**src/verilog/crack_pkg.sv**
```systemverilog
package crack_pkg;

	// candidate words
	localparam int WORD_MAX_LEN = 8;
	localparam int WORD_LEN_BITS = 4;

	// ****************************************
	// CRC-32, reflected form
	// ****************************************
	localparam logic [31:0] CRC_POLY = 32'hEDB88320;
	localparam logic [31:0] CRC_INIT = 32'hFFFFFFFF;
	// final value is the register inverted
	localparam logic [31:0] CRC_XOR_OUT = 32'hFFFFFFFF;

	// compare config payload: salt, then target lsb first
	localparam int CMP_CONFIG_LEN = 5;

endpackage

```
**src/verilog/pkt_comm_pkg.sv**
```systemverilog
package pkt_comm_pkg;

	// ****************************************
	// input packet format
	// ****************************************

	// version byte that every input packet must carry
	localparam logic [7:0] PKT_VERSION = 8'd2;

	// input packet types
	localparam logic [7:0] PKT_TYPE_WORD_LIST = 8'd1;
	localparam logic [7:0] PKT_TYPE_CMP_CONFIG = 8'd3;

	// version, type, id lo, id hi, len lo, len hi
	localparam int PKT_HEADER_LEN = 6;
	localparam logic [15:0] PKT_MAX_LEN = 16'd256;

	// ****************************************
	// output packet format
	// ****************************************
	localparam logic [7:0] OUTPKT_TYPE_MATCH = 8'd1;
	localparam logic [7:0] OUTPKT_TYPE_DONE = 8'd2;

	// length in 16-bit words, header word included
	localparam int OUTPKT_MATCH_WORDS = 5;
	localparam int OUTPKT_DONE_WORDS = 3;

	// bit positions in pkt_comm_status, bits 6 and 7 stay zero
	localparam int ERR_CHECKSUM = 0;
	localparam int ERR_LEN = 1;
	localparam int ERR_TYPE = 2;
	localparam int ERR_VERSION = 3;
	localparam int ERR_WORD_LIST = 4;
	localparam int ERR_CMP_CONFIG = 5;

endpackage

```
**src/verilog/cmp_config.sv**
```systemverilog
`timescale 1ns/10ps

module cmp_config
	import crack_pkg::*;
(
	input logic CLK,
	input logic arst_n,
	input logic [7:0] din,
	input logic wr_en,
	input logic pkt_end,
	output logic [7:0] salt,
	output logic [31:0] target,
	output logic err_cmp_config
);

	// shadow copy, bytes in arrival order
	logic [7:0] shadow [CMP_CONFIG_LEN];
	logic [2:0] cnt;
	// more bytes than the config holds
	logic over;

	always_ff @(posedge CLK) begin
		if (wr_en && cnt < 3'(CMP_CONFIG_LEN))
			shadow[cnt] <= din;
	end

	always_ff @(posedge CLK or negedge arst_n) begin
		if (!arst_n) begin
			cnt <= '0;
			over <= 1'b0;
			salt <= '0;
			target <= '0;
			err_cmp_config <= 1'b0;
		end else begin
			if (wr_en) begin
				if (cnt == 3'(CMP_CONFIG_LEN))
					over <= 1'b1;
				else
					cnt <= cnt + 3'd1;
			end
			if (pkt_end) begin
				// apply only a config of exactly the right size
				if (cnt == 3'(CMP_CONFIG_LEN) && !over) begin
					salt <= shadow[0];
					target <= {shadow[4], shadow[3], shadow[2], shadow[1]};
				end else
					err_cmp_config <= 1'b1;
				cnt <= '0;
				over <= 1'b0;
			end
		end
	end

endmodule

```
**src/verilog/crc_compare.sv**
```systemverilog
`timescale 1ns/10ps

module crc_compare
	import crack_pkg::*;
(
	input logic CLK,
	input logic arst_n,
	input logic word_valid,
	input logic [63:0] word_bytes,
	input logic [3:0] word_len,
	input logic [15:0] word_id,
	input logic last_in_pkt,
	input logic [15:0] pkt_id,
	input logic [7:0] salt,
	input logic [31:0] target,
	input logic ready,
	output logic word_take,
	output logic match,
	output logic done,
	output logic [31:0] crc_out,
	output logic [15:0] res_pkt_id,
	output logic [15:0] res_word_id,
	output logic [15:0] num_processed,
	output logic busy
);

	typedef enum logic [1:0] {ST_IDLE, ST_SALT, ST_WORD, ST_DECIDE} state_t;
	state_t state;

	logic [31:0] crc;
	logic [63:0] bytes_r;
	logic [WORD_LEN_BITS-1:0] len_r;
	logic [2:0] idx;
	logic last_r;
	// words checked so far in the current packet
	logic [15:0] word_cnt;
	logic [31:0] crc_final;

	// one byte through the reflected CRC, lsb first
	function automatic logic [31:0] crc_byte(input logic [31:0] c, input logic [7:0] d);
		logic [31:0] r;
		r = c;
		for (int i = 0; i < 8; i++)
			r = (r >> 1) ^ (CRC_POLY & {32{r[0] ^ d[i]}});
		return r;
	endfunction

	assign busy = (state != ST_IDLE);
	assign word_take = word_valid && ready && state == ST_IDLE;
	assign crc_final = crc ^ CRC_XOR_OUT;

	always_ff @(posedge CLK or negedge arst_n) begin
		if (!arst_n) begin
			state <= ST_IDLE;
			crc <= CRC_INIT;
			idx <= '0;
			word_cnt <= '0;
			match <= 1'b0;
			done <= 1'b0;
		end else begin
			match <= 1'b0;
			done <= 1'b0;
			case (state)
			ST_IDLE: begin
				if (word_take) begin
					bytes_r <= word_bytes;
					len_r <= word_len;
					last_r <= last_in_pkt;
					res_pkt_id <= pkt_id;
					res_word_id <= word_id;
					crc <= CRC_INIT;
					state <= ST_SALT;
				end
			end
			ST_SALT: begin
				crc <= crc_byte(crc, salt);
				idx <= '0;
				state <= ST_WORD;
			end
			ST_WORD: begin
				crc <= crc_byte(crc, bytes_r[idx*8 +: 8]);
				idx <= idx + 3'd1;
				if ({1'b0, idx} == len_r - 1'b1)
					state <= ST_DECIDE;
			end
			default: begin
				crc_out <= crc_final;
				match <= (crc_final == target);
				done <= last_r;
				num_processed <= word_cnt + 16'd1;
				// count restarts with each word-list packet
				word_cnt <= last_r ? 16'd0 : word_cnt + 16'd1;
				state <= ST_IDLE;
			end
			endcase
		end
	end

	// a taken word always starts a check
	assert property (@(posedge CLK) disable iff (!arst_n)
		word_take |=> busy);

endmodule

```
**src/verilog/crc_crack.sv**
```systemverilog
`timescale 1ns/10ps

module crc_crack
	import pkt_comm_pkg::*;
(
	input logic CLK,
	input logic arst_n,
	input logic [7:0] din,
	input logic wr_en,
	output logic full,
	output logic [15:0] dout,
	input logic rd_en,
	output logic empty,
	output logic [7:0] pkt_comm_status,
	output logic error
);

	logic accept;
	logic [7:0] pkt_type;
	logic [15:0] pkt_id;
	logic pkt_data, pkt_end;
	logic err_version, err_type, err_len, err_checksum;
	logic is_word_list, is_cmp_config;
	logic word_full, word_valid, word_take, last_in_pkt, err_word_list;
	logic [63:0] word_bytes;
	logic [3:0] word_len;
	logic [15:0] word_id;
	logic [7:0] salt;
	logic [31:0] target;
	logic err_cmp_config;
	logic match, done, busy, ready;
	logic [31:0] crc_out;
	logic [15:0] res_pkt_id, res_word_id, num_processed;
	logic [7:0] status_w;

	// ****************************************
	// input dispatch
	// ****************************************
	assign accept = wr_en && !full;
	assign is_word_list = (pkt_type == PKT_TYPE_WORD_LIST);
	assign is_cmp_config = (pkt_type == PKT_TYPE_CMP_CONFIG);

	// hold config bytes while a check runs, salt must stay put
	assign full = error || word_full || (pkt_data && is_cmp_config && busy);

	inpkt_header inpkt_header (
		.CLK(CLK), .arst_n(arst_n), .din(din), .wr_en(accept),
		.pkt_type(pkt_type), .pkt_id(pkt_id), .pkt_data(pkt_data), .pkt_end(pkt_end),
		.err_version(err_version), .err_type(err_type),
		.err_len(err_len), .err_checksum(err_checksum)
	);

	word_list word_list (
		.CLK(CLK), .arst_n(arst_n), .din(din),
		.wr_en(accept && pkt_data && is_word_list),
		.pkt_end(pkt_end && is_word_list), .word_take(word_take),
		.word_full(word_full), .word_valid(word_valid), .word_bytes(word_bytes),
		.word_len(word_len), .word_id(word_id), .last_in_pkt(last_in_pkt),
		.err_word_list(err_word_list)
	);

	cmp_config cmp_config (
		.CLK(CLK), .arst_n(arst_n), .din(din),
		.wr_en(accept && pkt_data && is_cmp_config),
		.pkt_end(pkt_end && is_cmp_config),
		.salt(salt), .target(target), .err_cmp_config(err_cmp_config)
	);

	crc_compare crc_compare (
		.CLK(CLK), .arst_n(arst_n), .word_valid(word_valid), .word_bytes(word_bytes),
		.word_len(word_len), .word_id(word_id), .last_in_pkt(last_in_pkt),
		.pkt_id(pkt_id), .salt(salt), .target(target), .ready(ready),
		.word_take(word_take), .match(match), .done(done), .crc_out(crc_out),
		.res_pkt_id(res_pkt_id), .res_word_id(res_word_id),
		.num_processed(num_processed), .busy(busy)
	);

	outpkt_builder outpkt_builder (
		.CLK(CLK), .arst_n(arst_n), .match(match), .done(done), .crc_out(crc_out),
		.res_pkt_id(res_pkt_id), .res_word_id(res_word_id),
		.num_processed(num_processed), .rd_en(rd_en),
		.ready(ready), .dout(dout), .empty(empty)
	);

	// ****************************************
	// status and sticky error
	// ****************************************
	always_comb begin
		status_w = '0;
		status_w[ERR_CHECKSUM] = err_checksum;
		status_w[ERR_LEN] = err_len;
		status_w[ERR_TYPE] = err_type;
		status_w[ERR_VERSION] = err_version;
		status_w[ERR_WORD_LIST] = err_word_list;
		status_w[ERR_CMP_CONFIG] = err_cmp_config;
	end

	always_ff @(posedge CLK or negedge arst_n) begin
		if (!arst_n) begin
			pkt_comm_status <= '0;
			error <= 1'b0;
		end else begin
			pkt_comm_status <= status_w;
			// once set, input stays blocked
			if (|status_w)
				error <= 1'b1;
		end
	end

endmodule

```
**src/verilog/inpkt_header.sv**
```systemverilog
`timescale 1ns/10ps

module inpkt_header
	import pkt_comm_pkg::*;
(
	input logic CLK,
	input logic arst_n,
	input logic [7:0] din,
	input logic wr_en,
	output logic [7:0] pkt_type,
	output logic [15:0] pkt_id,
	output logic pkt_data,
	output logic pkt_end,
	output logic err_version,
	output logic err_type,
	output logic err_len,
	output logic err_checksum
);

	typedef enum logic [1:0] {ST_HDR, ST_DATA, ST_CHK} state_t;
	state_t state;

	// position inside the header
	logic [2:0] hdr_cnt;
	logic [7:0] len_lo;
	// payload bytes still to come
	logic [15:0] data_left;
	// running 8-bit sum of the payload
	logic [7:0] sum;

	// classification is combinational, byte is tagged in the cycle it is taken
	assign pkt_data = (state == ST_DATA);
	assign pkt_end = wr_en && (state == ST_CHK);

	always_ff @(posedge CLK or negedge arst_n) begin
		if (!arst_n) begin
			state <= ST_HDR;
			hdr_cnt <= '0;
			len_lo <= '0;
			data_left <= '0;
			sum <= '0;
			pkt_type <= '0;
			pkt_id <= '0;
			err_version <= 1'b0;
			err_type <= 1'b0;
			err_len <= 1'b0;
			err_checksum <= 1'b0;
		end else if (wr_en) begin
			case (state)
			ST_HDR: begin
				hdr_cnt <= hdr_cnt + 3'd1;
				case (hdr_cnt)
				3'd0: begin
					if (din != PKT_VERSION)
						err_version <= 1'b1;
				end
				3'd1: begin
					pkt_type <= din;
					if (din != PKT_TYPE_WORD_LIST && din != PKT_TYPE_CMP_CONFIG)
						err_type <= 1'b1;
				end
				3'd2: pkt_id[7:0] <= din;
				3'd3: pkt_id[15:8] <= din;
				3'd4: len_lo <= din;
				default: begin
					// last header byte, length is complete
					data_left <= {din, len_lo};
					if ({din, len_lo} == 16'd0 || {din, len_lo} > PKT_MAX_LEN)
						err_len <= 1'b1;
					hdr_cnt <= '0;
					sum <= '0;
					state <= ST_DATA;
				end
				endcase
			end
			ST_DATA: begin
				sum <= sum + din;
				data_left <= data_left - 16'd1;
				if (data_left == 16'd1)
					state <= ST_CHK;
			end
			default: begin
				// trailing checksum byte
				if (din != sum)
					err_checksum <= 1'b1;
				state <= ST_HDR;
			end
			endcase
		end
	end

	// a byte is either payload or the closing checksum, never both
	assert property (@(posedge CLK) disable iff (!arst_n)
		pkt_end |-> !pkt_data);

endmodule

```
**src/verilog/outpkt_builder.sv**
```systemverilog
`timescale 1ns/10ps

module outpkt_builder
	import pkt_comm_pkg::*;
(
	input logic CLK,
	input logic arst_n,
	input logic match,
	input logic done,
	input logic [31:0] crc_out,
	input logic [15:0] res_pkt_id,
	input logic [15:0] res_word_id,
	input logic [15:0] num_processed,
	input logic rd_en,
	output logic ready,
	output logic [15:0] dout,
	output logic empty
);

	// ****************************************
	// record serializer
	// ****************************************
	logic active;
	// current record, 1 for done
	logic sel_done;
	logic [2:0] wcnt;
	// done record queued behind a match
	logic d_pend;
	logic [31:0] crc_r;
	logic [15:0] pkt_id_r, word_id_r, num_r;

	logic wr;
	logic [15:0] wr_data;
	logic last_word;

	always_comb begin
		wr = 1'b1;
		wr_data = '0;
		if (active && !sel_done) begin
			case (wcnt)
			3'd0: wr_data = {PKT_VERSION, OUTPKT_TYPE_MATCH};
			3'd1: wr_data = pkt_id_r;
			3'd2: wr_data = word_id_r;
			3'd3: wr_data = crc_r[31:16];
			default: wr_data = crc_r[15:0];
			endcase
		end else if (active) begin
			case (wcnt)
			3'd0: wr_data = {PKT_VERSION, OUTPKT_TYPE_DONE};
			3'd1: wr_data = pkt_id_r;
			default: wr_data = num_r;
			endcase
		end else if (match)
			// header word goes out in the pulse cycle
			wr_data = {PKT_VERSION, OUTPKT_TYPE_MATCH};
		else if (done)
			wr_data = {PKT_VERSION, OUTPKT_TYPE_DONE};
		else
			wr = 1'b0;
	end

	assign last_word = sel_done ? (wcnt == 3'(OUTPKT_DONE_WORDS - 1))
		: (wcnt == 3'(OUTPKT_MATCH_WORDS - 1));

	always_ff @(posedge CLK or negedge arst_n) begin
		if (!arst_n) begin
			active <= 1'b0;
			sel_done <= 1'b0;
			wcnt <= '0;
			d_pend <= 1'b0;
		end else if (!active) begin
			if (match || done) begin
				active <= 1'b1;
				sel_done <= !match;
				d_pend <= match && done;
				wcnt <= 3'd1;
			end
		end else if (last_word) begin
			// match first, then a queued done
			if (!sel_done && d_pend) begin
				sel_done <= 1'b1;
				d_pend <= 1'b0;
				wcnt <= '0;
			end else
				active <= 1'b0;
		end else
			wcnt <= wcnt + 3'd1;
	end

	// result fields are held until the next pulse
	always_ff @(posedge CLK) begin
		if (match || done) begin
			crc_r <= crc_out;
			pkt_id_r <= res_pkt_id;
			word_id_r <= res_word_id;
			num_r <= num_processed;
		end
	end

	// ****************************************
	// 16-entry output FIFO, first-word fall-through
	// ****************************************
	logic [15:0] mem [16];
	logic [4:0] wptr, rptr;
	logic [4:0] used;

	assign used = wptr - rptr;
	assign empty = (used == 5'd0);
	assign dout = mem[rptr[3:0]];
	// room for a match and a done, nothing in flight here
	assign ready = (used <= 5'd8) && !active && !match && !done;

	always_ff @(posedge CLK) begin
		if (wr)
			mem[wptr[3:0]] <= wr_data;
	end

	always_ff @(posedge CLK or negedge arst_n) begin
		if (!arst_n) begin
			wptr <= '0;
			rptr <= '0;
		end else begin
			if (wr)
				wptr <= wptr + 5'd1;
			if (rd_en && !empty)
				rptr <= rptr + 5'd1;
		end
	end

	assert property (@(posedge CLK) disable iff (!arst_n)
		wr |-> used != 5'd16);

endmodule

```
**src/verilog/word_list.sv**
```systemverilog
`timescale 1ns/10ps

module word_list
	import crack_pkg::*;
(
	input logic CLK,
	input logic arst_n,
	input logic [7:0] din,
	input logic wr_en,
	input logic pkt_end,
	input logic word_take,
	output logic word_full,
	output logic word_valid,
	output logic [63:0] word_bytes,
	output logic [3:0] word_len,
	output logic [15:0] word_id,
	output logic last_in_pkt,
	output logic err_word_list
);

	// word being assembled, first char in the low byte
	logic [63:0] buf_bytes;
	logic [WORD_LEN_BITS-1:0] buf_len;
	// closed word sits in the output regs, waiting to learn if it is last
	logic closed;
	logic [15:0] id_cnt;

	// input stalls while the closed word is offered and untaken
	assign word_full = word_valid;

	always_ff @(posedge CLK or negedge arst_n) begin
		if (!arst_n) begin
			buf_len <= '0;
			closed <= 1'b0;
			id_cnt <= '0;
			word_valid <= 1'b0;
			last_in_pkt <= 1'b0;
			err_word_list <= 1'b0;
		end else begin
			if (word_take)
				word_valid <= 1'b0;

			if (wr_en && din == 8'd0) begin
				// terminator, empty word is an error
				if (buf_len == '0)
					err_word_list <= 1'b1;
				word_bytes <= buf_bytes;
				word_len <= buf_len;
				word_id <= id_cnt;
				id_cnt <= id_cnt + 16'd1;
				buf_len <= '0;
				closed <= 1'b1;
			end else if (wr_en) begin
				if (buf_len == WORD_LEN_BITS'(WORD_MAX_LEN))
					err_word_list <= 1'b1;
				else
					buf_len <= buf_len + 1'b1;
				buf_bytes[buf_len[2:0]*8 +: 8] <= din;
				// next char proves the closed word was not the last one
				if (closed) begin
					word_valid <= 1'b1;
					last_in_pkt <= 1'b0;
					closed <= 1'b0;
				end
			end

			if (pkt_end) begin
				// packet must end with a terminator
				if (!closed || buf_len != '0)
					err_word_list <= 1'b1;
				if (closed) begin
					word_valid <= 1'b1;
					last_in_pkt <= 1'b1;
				end
				closed <= 1'b0;
				buf_len <= '0;
				id_cnt <= '0;
			end
		end
	end

endmodule
```
**config.mk**
```make
export PLATFORM = sky130hd
export DESIGN_NAME = crc_crack
export DESIGN_NICKNAME = d
export VERILOG_FILES = /design/src/verilog/crack_pkg.sv /design/src/verilog/pkt_comm_pkg.sv /design/src/verilog/cmp_config.sv /design/src/verilog/crc_compare.sv /design/src/verilog/crc_crack.sv /design/src/verilog/inpkt_header.sv /design/src/verilog/outpkt_builder.sv /design/src/verilog/word_list.sv
export SDC_FILE = /design/constraint.sdc
export NUM_CORES = 1
export LEC_CHECK = 0
export ABC_AREA = 1
export BUFFER_PORTS_ARGS = -buffer_cell sky130_fd_sc_hd__buf_4
export CORE_UTILIZATION = 25
export CTS_CLUSTER_SIZE = 25
export DETAILED_ROUTE_END_ITERATION = 10
export SLEW_MARGIN = 40
export SYNTH_ARGS = -nofsm -noshare
export SYNTH_HDL_FRONTEND = slang
export SYNTH_HIERARCHICAL = 1
export SYNTH_SLANG_ARGS = --single-unit
```
**constraint.sdc**
```tcl
create_clock -name CLK -period 19 [get_ports CLK]
set_clock_uncertainty 0.1 [all_clocks]
set_input_delay 0.95 -clock CLK [delete_from_list [all_inputs] [get_ports CLK]]
set_output_delay 0.95 -clock CLK [all_outputs]
set_load 0.01 [all_outputs]
```
==> results of run 1 <==
## flip-flops by register name, indices dropped and copies added (netlist names), 16 cells and up
name	count
cmp_config/shadow	40
cmp_config/target	32
crc_compare/bytes_r	64
crc_compare/crc	32
crc_compare/crc_out	32
crc_compare/num_processed	16
crc_compare/res_pkt_id	16
crc_compare/res_word_id	16
crc_compare/word_cnt	16
inpkt_header/data_left	16
inpkt_header/pkt_id	16
outpkt_builder/crc_r	32
outpkt_builder/mem	256
outpkt_builder/num_r	16
outpkt_builder/pkt_id_r	16
outpkt_builder/word_id_r	16
word_list/buf_bytes	64
word_list/id_cnt	16
word_list/word_bytes	64
word_list/word_id	16
## area by class of cell
| class | instances | area [um^2] | area share |
|---|---|---|---|
| inverter | 306 | 1170 | 0.0267 |
| multi-input combinational | 2161 | 11100 | 0.253 |
| clock inverter | 48 | 618 | 0.0141 |
| clock buffer | 109 | 2240 | 0.0510 |
| tap | 2030 | 2540 | 0.0580 |
| sequential | 885 | 25600 | 0.584 |
| timing repair buffer | 71 | 584 | 0.0133 |
## cell families (layout without fill, tap and decap cells)
kind of cell	after synthesis	after routing	synth area share
flops	885	885	0.664
simple gates	1508	1508	0.170
buf+inv	435	534	0.0499
fa+ha+maj	42	42	0.0139
other cells	1	2	0.0000975
compound gates	497	497	0.0737
xor+xnor	112	112	0.0286
## cell usage after synthesis, types with 4 or more instances
| master | count |
|---|---|
| a21oi_1 | 55 |
| buf_1 | 6 |
| clkbuf_1 | 41 |
| a31oi_1 | 6 |
| a22oi_1 | 4 |
| dfstp_2 | 32 |
| o211ai_1 | 52 |
| ha_1 | 41 |
| nand2_2 | 25 |
| nand2_4 | 12 |
| nand2_1 | 695 |
| buf_2 | 41 |
| xnor2_1 | 23 |
| clkinv_1 | 4 |
| buf_4 | 22 |
| buf_6 | 19 |
| o22ai_1 | 56 |
| dfrtp_1 | 180 |
| o21ai_1 | 56 |
| nor4_1 | 5 |
| inv_1 | 278 |
| nand4_1 | 28 |
| a32oi_1 | 7 |
| nand3_1 | 281 |
| a221oi_1 | 4 |
| o21bai_1 | 6 |
| inv_2 | 20 |
| edfxtp_1 | 673 |
| o21ai_0 | 231 |
| nor2_4 | 8 |
| nand3b_1 | 4 |
| xor2_1 | 79 |
| nor2_2 | 4 |
| nor2_1 | 395 |
| or2_2 | 9 |
| nor3_1 | 25 |
## worst min-delay path by stage
stage	from	to	slack (ps)
floorplan	inpkt_header/err_type	pkt_comm_status[2]	270
global placement	crc_compare/num_processed[0]	outpkt_builder/num_r[0]	300
detailed placement	inpkt_header/err_checksum	pkt_comm_status[0]	300
CTS	arst_n	cmp_config/cnt[2]	90
global route	arst_n	pkt_comm_status[5]	100
finish	arst_n	pkt_comm_status[5]	100
## worst max-delay path, delay by kind of cell (launching register included)
family | cells | cell delay (ps)
AOI/OAI and AO/OA | 1 | 410
and+or+nand+nor | 15 | 1840
buffers and inverters | 4 | 1410
adders and majority gates | 1 | 470
DFF | 1 | 350
## stage by stage
stage	utilization	std cells	setup WS (ps)	area, um^2	hold WS, ps
2_1_floorplan	-	3481	8750	38500	269
3_3_place_gp	0.268	5451	13670	40800	301
3_5_place_dp	0.268	5451	14290	40900	297
4_1_cts	0.287	5608	13920	43700	85.5
5_1_grt	0.287	5610	13870	43800	99.3
6_report	0.287	5610	14310	43800	100
## power by group through the flow
stage                     combinational (W)  sequential (W)  clock (W)
final                              0.000533         0.00208    0.00173
after global routing               0.000593         0.00208    0.00184
after CTS                          0.000520         0.00209    0.00177
after detailed placement           0.000518         0.00214          0
after global placement             0.000513         0.00213          0
after floorplan                    0.000353         0.00211          0
## routing by layer
metal,global-route usage,vias to the layer above,routed length (um)
met5,0,-,13
met4,0.0324,2,2050
met3,0.0207,130,5800
met2,0.182,768,42100
met1,0.166,12300,43200
li1,-,12000,-
==> results.json, run 1 <==
{
  "irDropWorstVdd_v": 0.0000685,
  "synthFlopType": "edfxtp_1",
  "place.gp.congestion": 0.881,
  "yosys.area.top_type": "edfxtp_1",
  "powerDensity_nw_per_um2": 99.2,
  "relSlewSlack": 0.411,
  "synth_area_leaders": "edfxtp_1 (53%), dfrtp_1 (12%), nand2_1 (6.8%), nor2_1 (3.9%), nand3_1 (3.7%)",
  "rsz0062_at_grt": "no",
  "fin_setup_tns_ps": 0,
  "cp_slowest_cell": "buf_6",
  "hold_viol": 0,
  "nFillCells": 15700,
  "root_buffer": "clkbuf_16",
  "gr-total-overflow": 0,
  "r2r_cells": 21,
  "regToRegSetupSlack_ps": 14310,
  "port_buffers": 36,
  "area_growth_pct": 13.8,
  "internal-power_w": 0.00322,
  "ios": 39,
  "startpoint": "outpkt_builder/rptr[1]",
  "grt_pass1_vias": 24100,
  "crit_chain": "buf_6 -> inv_2 -> ha_1 -> nand2_1 -> nand2_1 -> nand2_1 -> nand2_1 -> nand2_1 -> nand2_1 -> nand2_1 -> a21oi_1 -> nand2_1 -> nand2_1 -> nand2_1 -> nor2_2 -> buf_4 -> nand2_1 -> nor2_1 -> nand3_1 -> nand2_1 -> inv_1",
  "drt-total-wl_um": 93200,
  "grt_max_degree": 101,
  "vias": 25200,
  "seq_area_frac_synth": 0.664,
  "arrival_ps": 5210,
  "via_per_inst": 4.50,
  "finalCritPeriodShare": 0.247,
  "cts.sinks": 885,
  "power_frac_seq": 0.480,
  "sw_frac_of_total": 0.258,
  "layout_common_cells": "nand2_1 (695), edfxtp_1 (673), nor2_1 (387), nand3_1 (280), inv_1 (274)",
  "leakage_nw": 16.4,
  "antenna_found_initial": 1,
  "fmax_mhz": 213,
  "initial_core_util": 0.252,
  "layout.nets": 3563,
  "synth-edff-count": 673,
  "cts_resized": 0,
  "switching_power_w": 0.00112,
  "setup_viol_count_final": 0,
  "timing.max_cap.violations": 0,
  "finalPower_w": 0.00434,
  "drt.antenna.violating_nets": 0,
  "synth_top_area_frac": 0.525,
  "hpwl_um": 60800,
  "final_common_cell": "nand2_1",
  "rows": 143,
  "synth-seq-cells": 885,
  "critPathCaptureType": "register",
  "drc": 0,
  "netlist_area_um2": 38500,
  "r2r-start": "outpkt_builder/rptr[1]",
  "clockPowerShare": 0.398,
  "cts_tree": "done",
  "die_y_um": 394,
  "grt_first_pass_wirelength_um": 143000,
  "cts_buffers": 84,
  "cp_common_cell": "nand2_1",
  "dieArea_um2": 155000,
  "worst_pin_slew_ps": 880,
  "cts_hold_buffers": 0,
  "cp_data_required_time_ps": 19510,
  "grt_usage": 0.117,
  "finalMaxSlewViolations": 0,
  "syn_area_per_cell_um2": 11.1,
  "cp_max_fo": 100,
  "cp-endpoint": "crc_compare/crc[19]",
  "avgRoutedWirePerCell_um": 16.6,
  "ys_types": 66,
  "cp-start-kind": "register",
  "diodes": 0,
  "htreeDepth": 3,
  "clkSlewWorstSetupHoldPaths_ps": 60,
  "cp_slowest_stage_delay_ps": 540,
  "post-cts-setup-buffers": 0,
  "drive_gt1_frac": 0.101,
  "comb_power_share": 0.123,
  "drt_iter0_drc": 2158,
  "r2r-end": "crc_compare/crc[19]",
  "yosysWarnings": 6,
  "netlist_instances": 3480,
  "ys_async_sr_fraction": 0.240,
  "worstSetupPathType": "register to register",
  "dieWidth_um": 394,
  "status": "finished, final reports clean",
  "period_minus_slack_ps": 4690,
  "hp-class": "input pin to asynchronous set/reset pin",
  "core_um2": 152000,
  "cts.path.max_buffers": 3,
  "clk_latency_ps": 680,
  "firstDrtPassIters": 5
}
(Power assumes the default switching activity.)
==> run 2: changes to the inputs <==
==> constraint.sdc (replaced) <==
create_clock -name CLK -period 3.8 [get_ports CLK]
set_clock_uncertainty 0.1 [all_clocks]
set_input_delay 0.19 -clock CLK [delete_from_list [all_inputs] [get_ports CLK]]
set_output_delay 0.19 -clock CLK [all_outputs]
set_load 0.01 [all_outputs]
==> results.json, run 2 (synthesis results as in run 1) <==
{
  "status": "finished, final reports clean",
  "fmax_mhz": 297,
  "rows": 143,
  "place.gp.congestion": 0.935,
  "period_minus_slack_ps": 3370,
  "cts.sinks": 885,
  "timing.final.ws_setup_ps": 433,
  "cts_hold_buffers": 13,
  "relSlewSlack": 0.451,
  "gr-usage-met1": 0.166,
  "cp-start-kind": "register",
  "clkSlewWorstSetupHoldPaths_ps": 60,
  "finalMaxSlewViolations": 0,
  "leakage_nw": 16.6,
  "root_buffer": "clkbuf_16",
  "r2r-end": "word_list/buf_bytes[48]",
  "r2r_cells": 8,
  "cp_data_required_time_ps": 3510,
  "avgRoutedWirePerCell_um": 16.8,
  "grt_use_met2": 0.191,
  "hp-class": "register to register",
  "powerDensity_nw_per_um2": 489,
  "grtUsageMet3": 0.0195,
  "grt-busiest-layer": "met2",
  "gr-total-overflow": 0,
  "firstDrtPassIters": 6,
  "grt_usage": 0.120,
  "crit_chain": "buf_4 -> clkinv_2 -> buf_4 -> o21ai_1 -> o211ai_1 -> nand3_1 -> nand3_1 -> buf_4",
  "cp_common_cell": "buf_4",
  "min_from": "crc_compare/crc_out[0]",
  "via_per_inst": 4.49,
  "cp_slowest_cell": "buf_4",
  "drt.antenna.violating_nets": 0,
  "irDropWorstVdd_v": 0.000338,
  "grt_max_degree": 120,
  "cts.path.max_buffers": 3,
  "cts_buffers": 85,
  "htreeDepth": 3,
  "hold_path_depth": 0,
  "fin_util": 0.290,
  "worst_pin_slew_ps": 818,
  "post-cts-setup-buffers": 0,
  "place_area_um2": 41300,
  "whs_ps": 312,
  "drc": 0,
  "pre_cts_ws_ps": 710,
  "clk_latency_ps": 680,
  "min_to": "outpkt_builder/crc_r[0]",
  "cts_resized": 0,
  "cp_max_fo": 51,
  "cts_tree": "done",
  "setup_viol_count_final": 0,
  "area_growth_pct": 14.8,
  "finalCritPeriodShare": 0.886,
  "arrival_ps": 3080,
  "core_um2": 152000,
  "antenna_found_initial": 1,
  "rsz0062_at_grt": "no",
  "layout_common_cells": "nand2_1 (695), edfxtp_1 (673), nor2_1 (387), nand3_1 (281), inv_1 (276)",
  "largest_reg_flops": 256,
  "dp.cells": 5495,
  "hpwl_um": 62500,
  "regArea_um2": 25600,
  "timing.max_cap.violations": 0,
  "ios": 39,
  "final_common_cell": "nand2_1",
  "port_buffers": 36,
  "initial_core_util": 0.252,
  "drive_gt1_frac": 0.108,
  "finish.instance_area_um2": 44200,
  "worstSetupPathType": "register to output port",
  "die_y_um": 394,
  "dieArea_um2": 155000,
  "grt_pass1_vias": 24400,
  "layout.nets": 3619,
  "grt_first_pass_wirelength_um": 145000,
  "drt-total-wl_um": 95000,
  "critPathCaptureType": "output port",
  "r2r-start": "inpkt_header/state[1]",
  "vias": 25500,
  "regToRegSetupSlack_ps": 640,
  "cp_slowest_stage_delay_ps": 470,
  "hold_viol": 0,
  "drt_iter0_drc": 2451,
  "stdcell_count": 5667,
  "dieWidth_um": 394,
  "multiInputGateArea_um2": 11000,
  "nFillCells": 15700
}
==> run 2: worst max-delay path by stage <==
stage / start / end / slack, ps / cells past startpoint
finish: outpkt_builder/rptr[0] / dout[14] / 430 / 8
detailed placement: inpkt_header/state[1] / word_list/buf_bytes[49] / 710 / 8
floorplan: crc_compare/done / crc_compare/bytes_r[0] / -1470 / 7
CTS: outpkt_builder/rptr[0] / dout[9] / 210 / 7
global route: outpkt_builder/rptr[0] / dout[6] / 210 / 8
global placement: outpkt_builder/wcnt[0] / outpkt_builder/mem[4][1] / 750 / 8
==> run 2: through the flow <==
stage / power, W / setup TNS, ps
4_1_cts: 0.0218 / 0
2_1_floorplan: 0.0123 / -148000
6_report: 0.0216 / 0
3_3_place_gp: 0.0133 / 0
5_1_grt: 0.0225 / 0
3_5_place_dp: 0.0134 / 0
==> run 2: layer usage <==
metal	wire length, um	part of all wire	vias up
met3	5590	0.059	177
met2	43700	0.46	789
met4	2560	0.027	0
met1	43200	0.45	12400
met5	0	0	-
li1	-	-	12100
==> run 2: where the power goes <==
part	internal (W)	total, W	switching, W
Sequential	0.0103	0.0104	0.0000266
Clock	0.00470	0.00843	0.00374
Combinational	0.000922	0.00280	0.00188
Total	0.0160	0.0216	0.00564
==> run 2: area by class of cell <==
| cell class | count | share of cell area |
|---|---|---|
| clock inverter | 54 | 0.0113 |
| tap | 2030 | 0.0575 |
| sequential | 885 | 0.579 |
| multi-input combinational | 2161 | 0.250 |
| antenna | 1 | 0.0000567 |
| inverter | 306 | 0.0263 |
| clock buffer | 104 | 0.0512 |
| timing repair buffer | 126 | 0.0250 |
==> run 2: critical path, delay by kind of cell, from the launching register on <==
| kind | cells | cell delay, ps |
|---|---|---|
| flip-flops | 1 | 420 |
| buffers and inverters | 4 | 1380 |
| AO/OA/AOI/OAI | 2 | 300 |
| AND/OR/NAND/NOR | 2 | 290 |
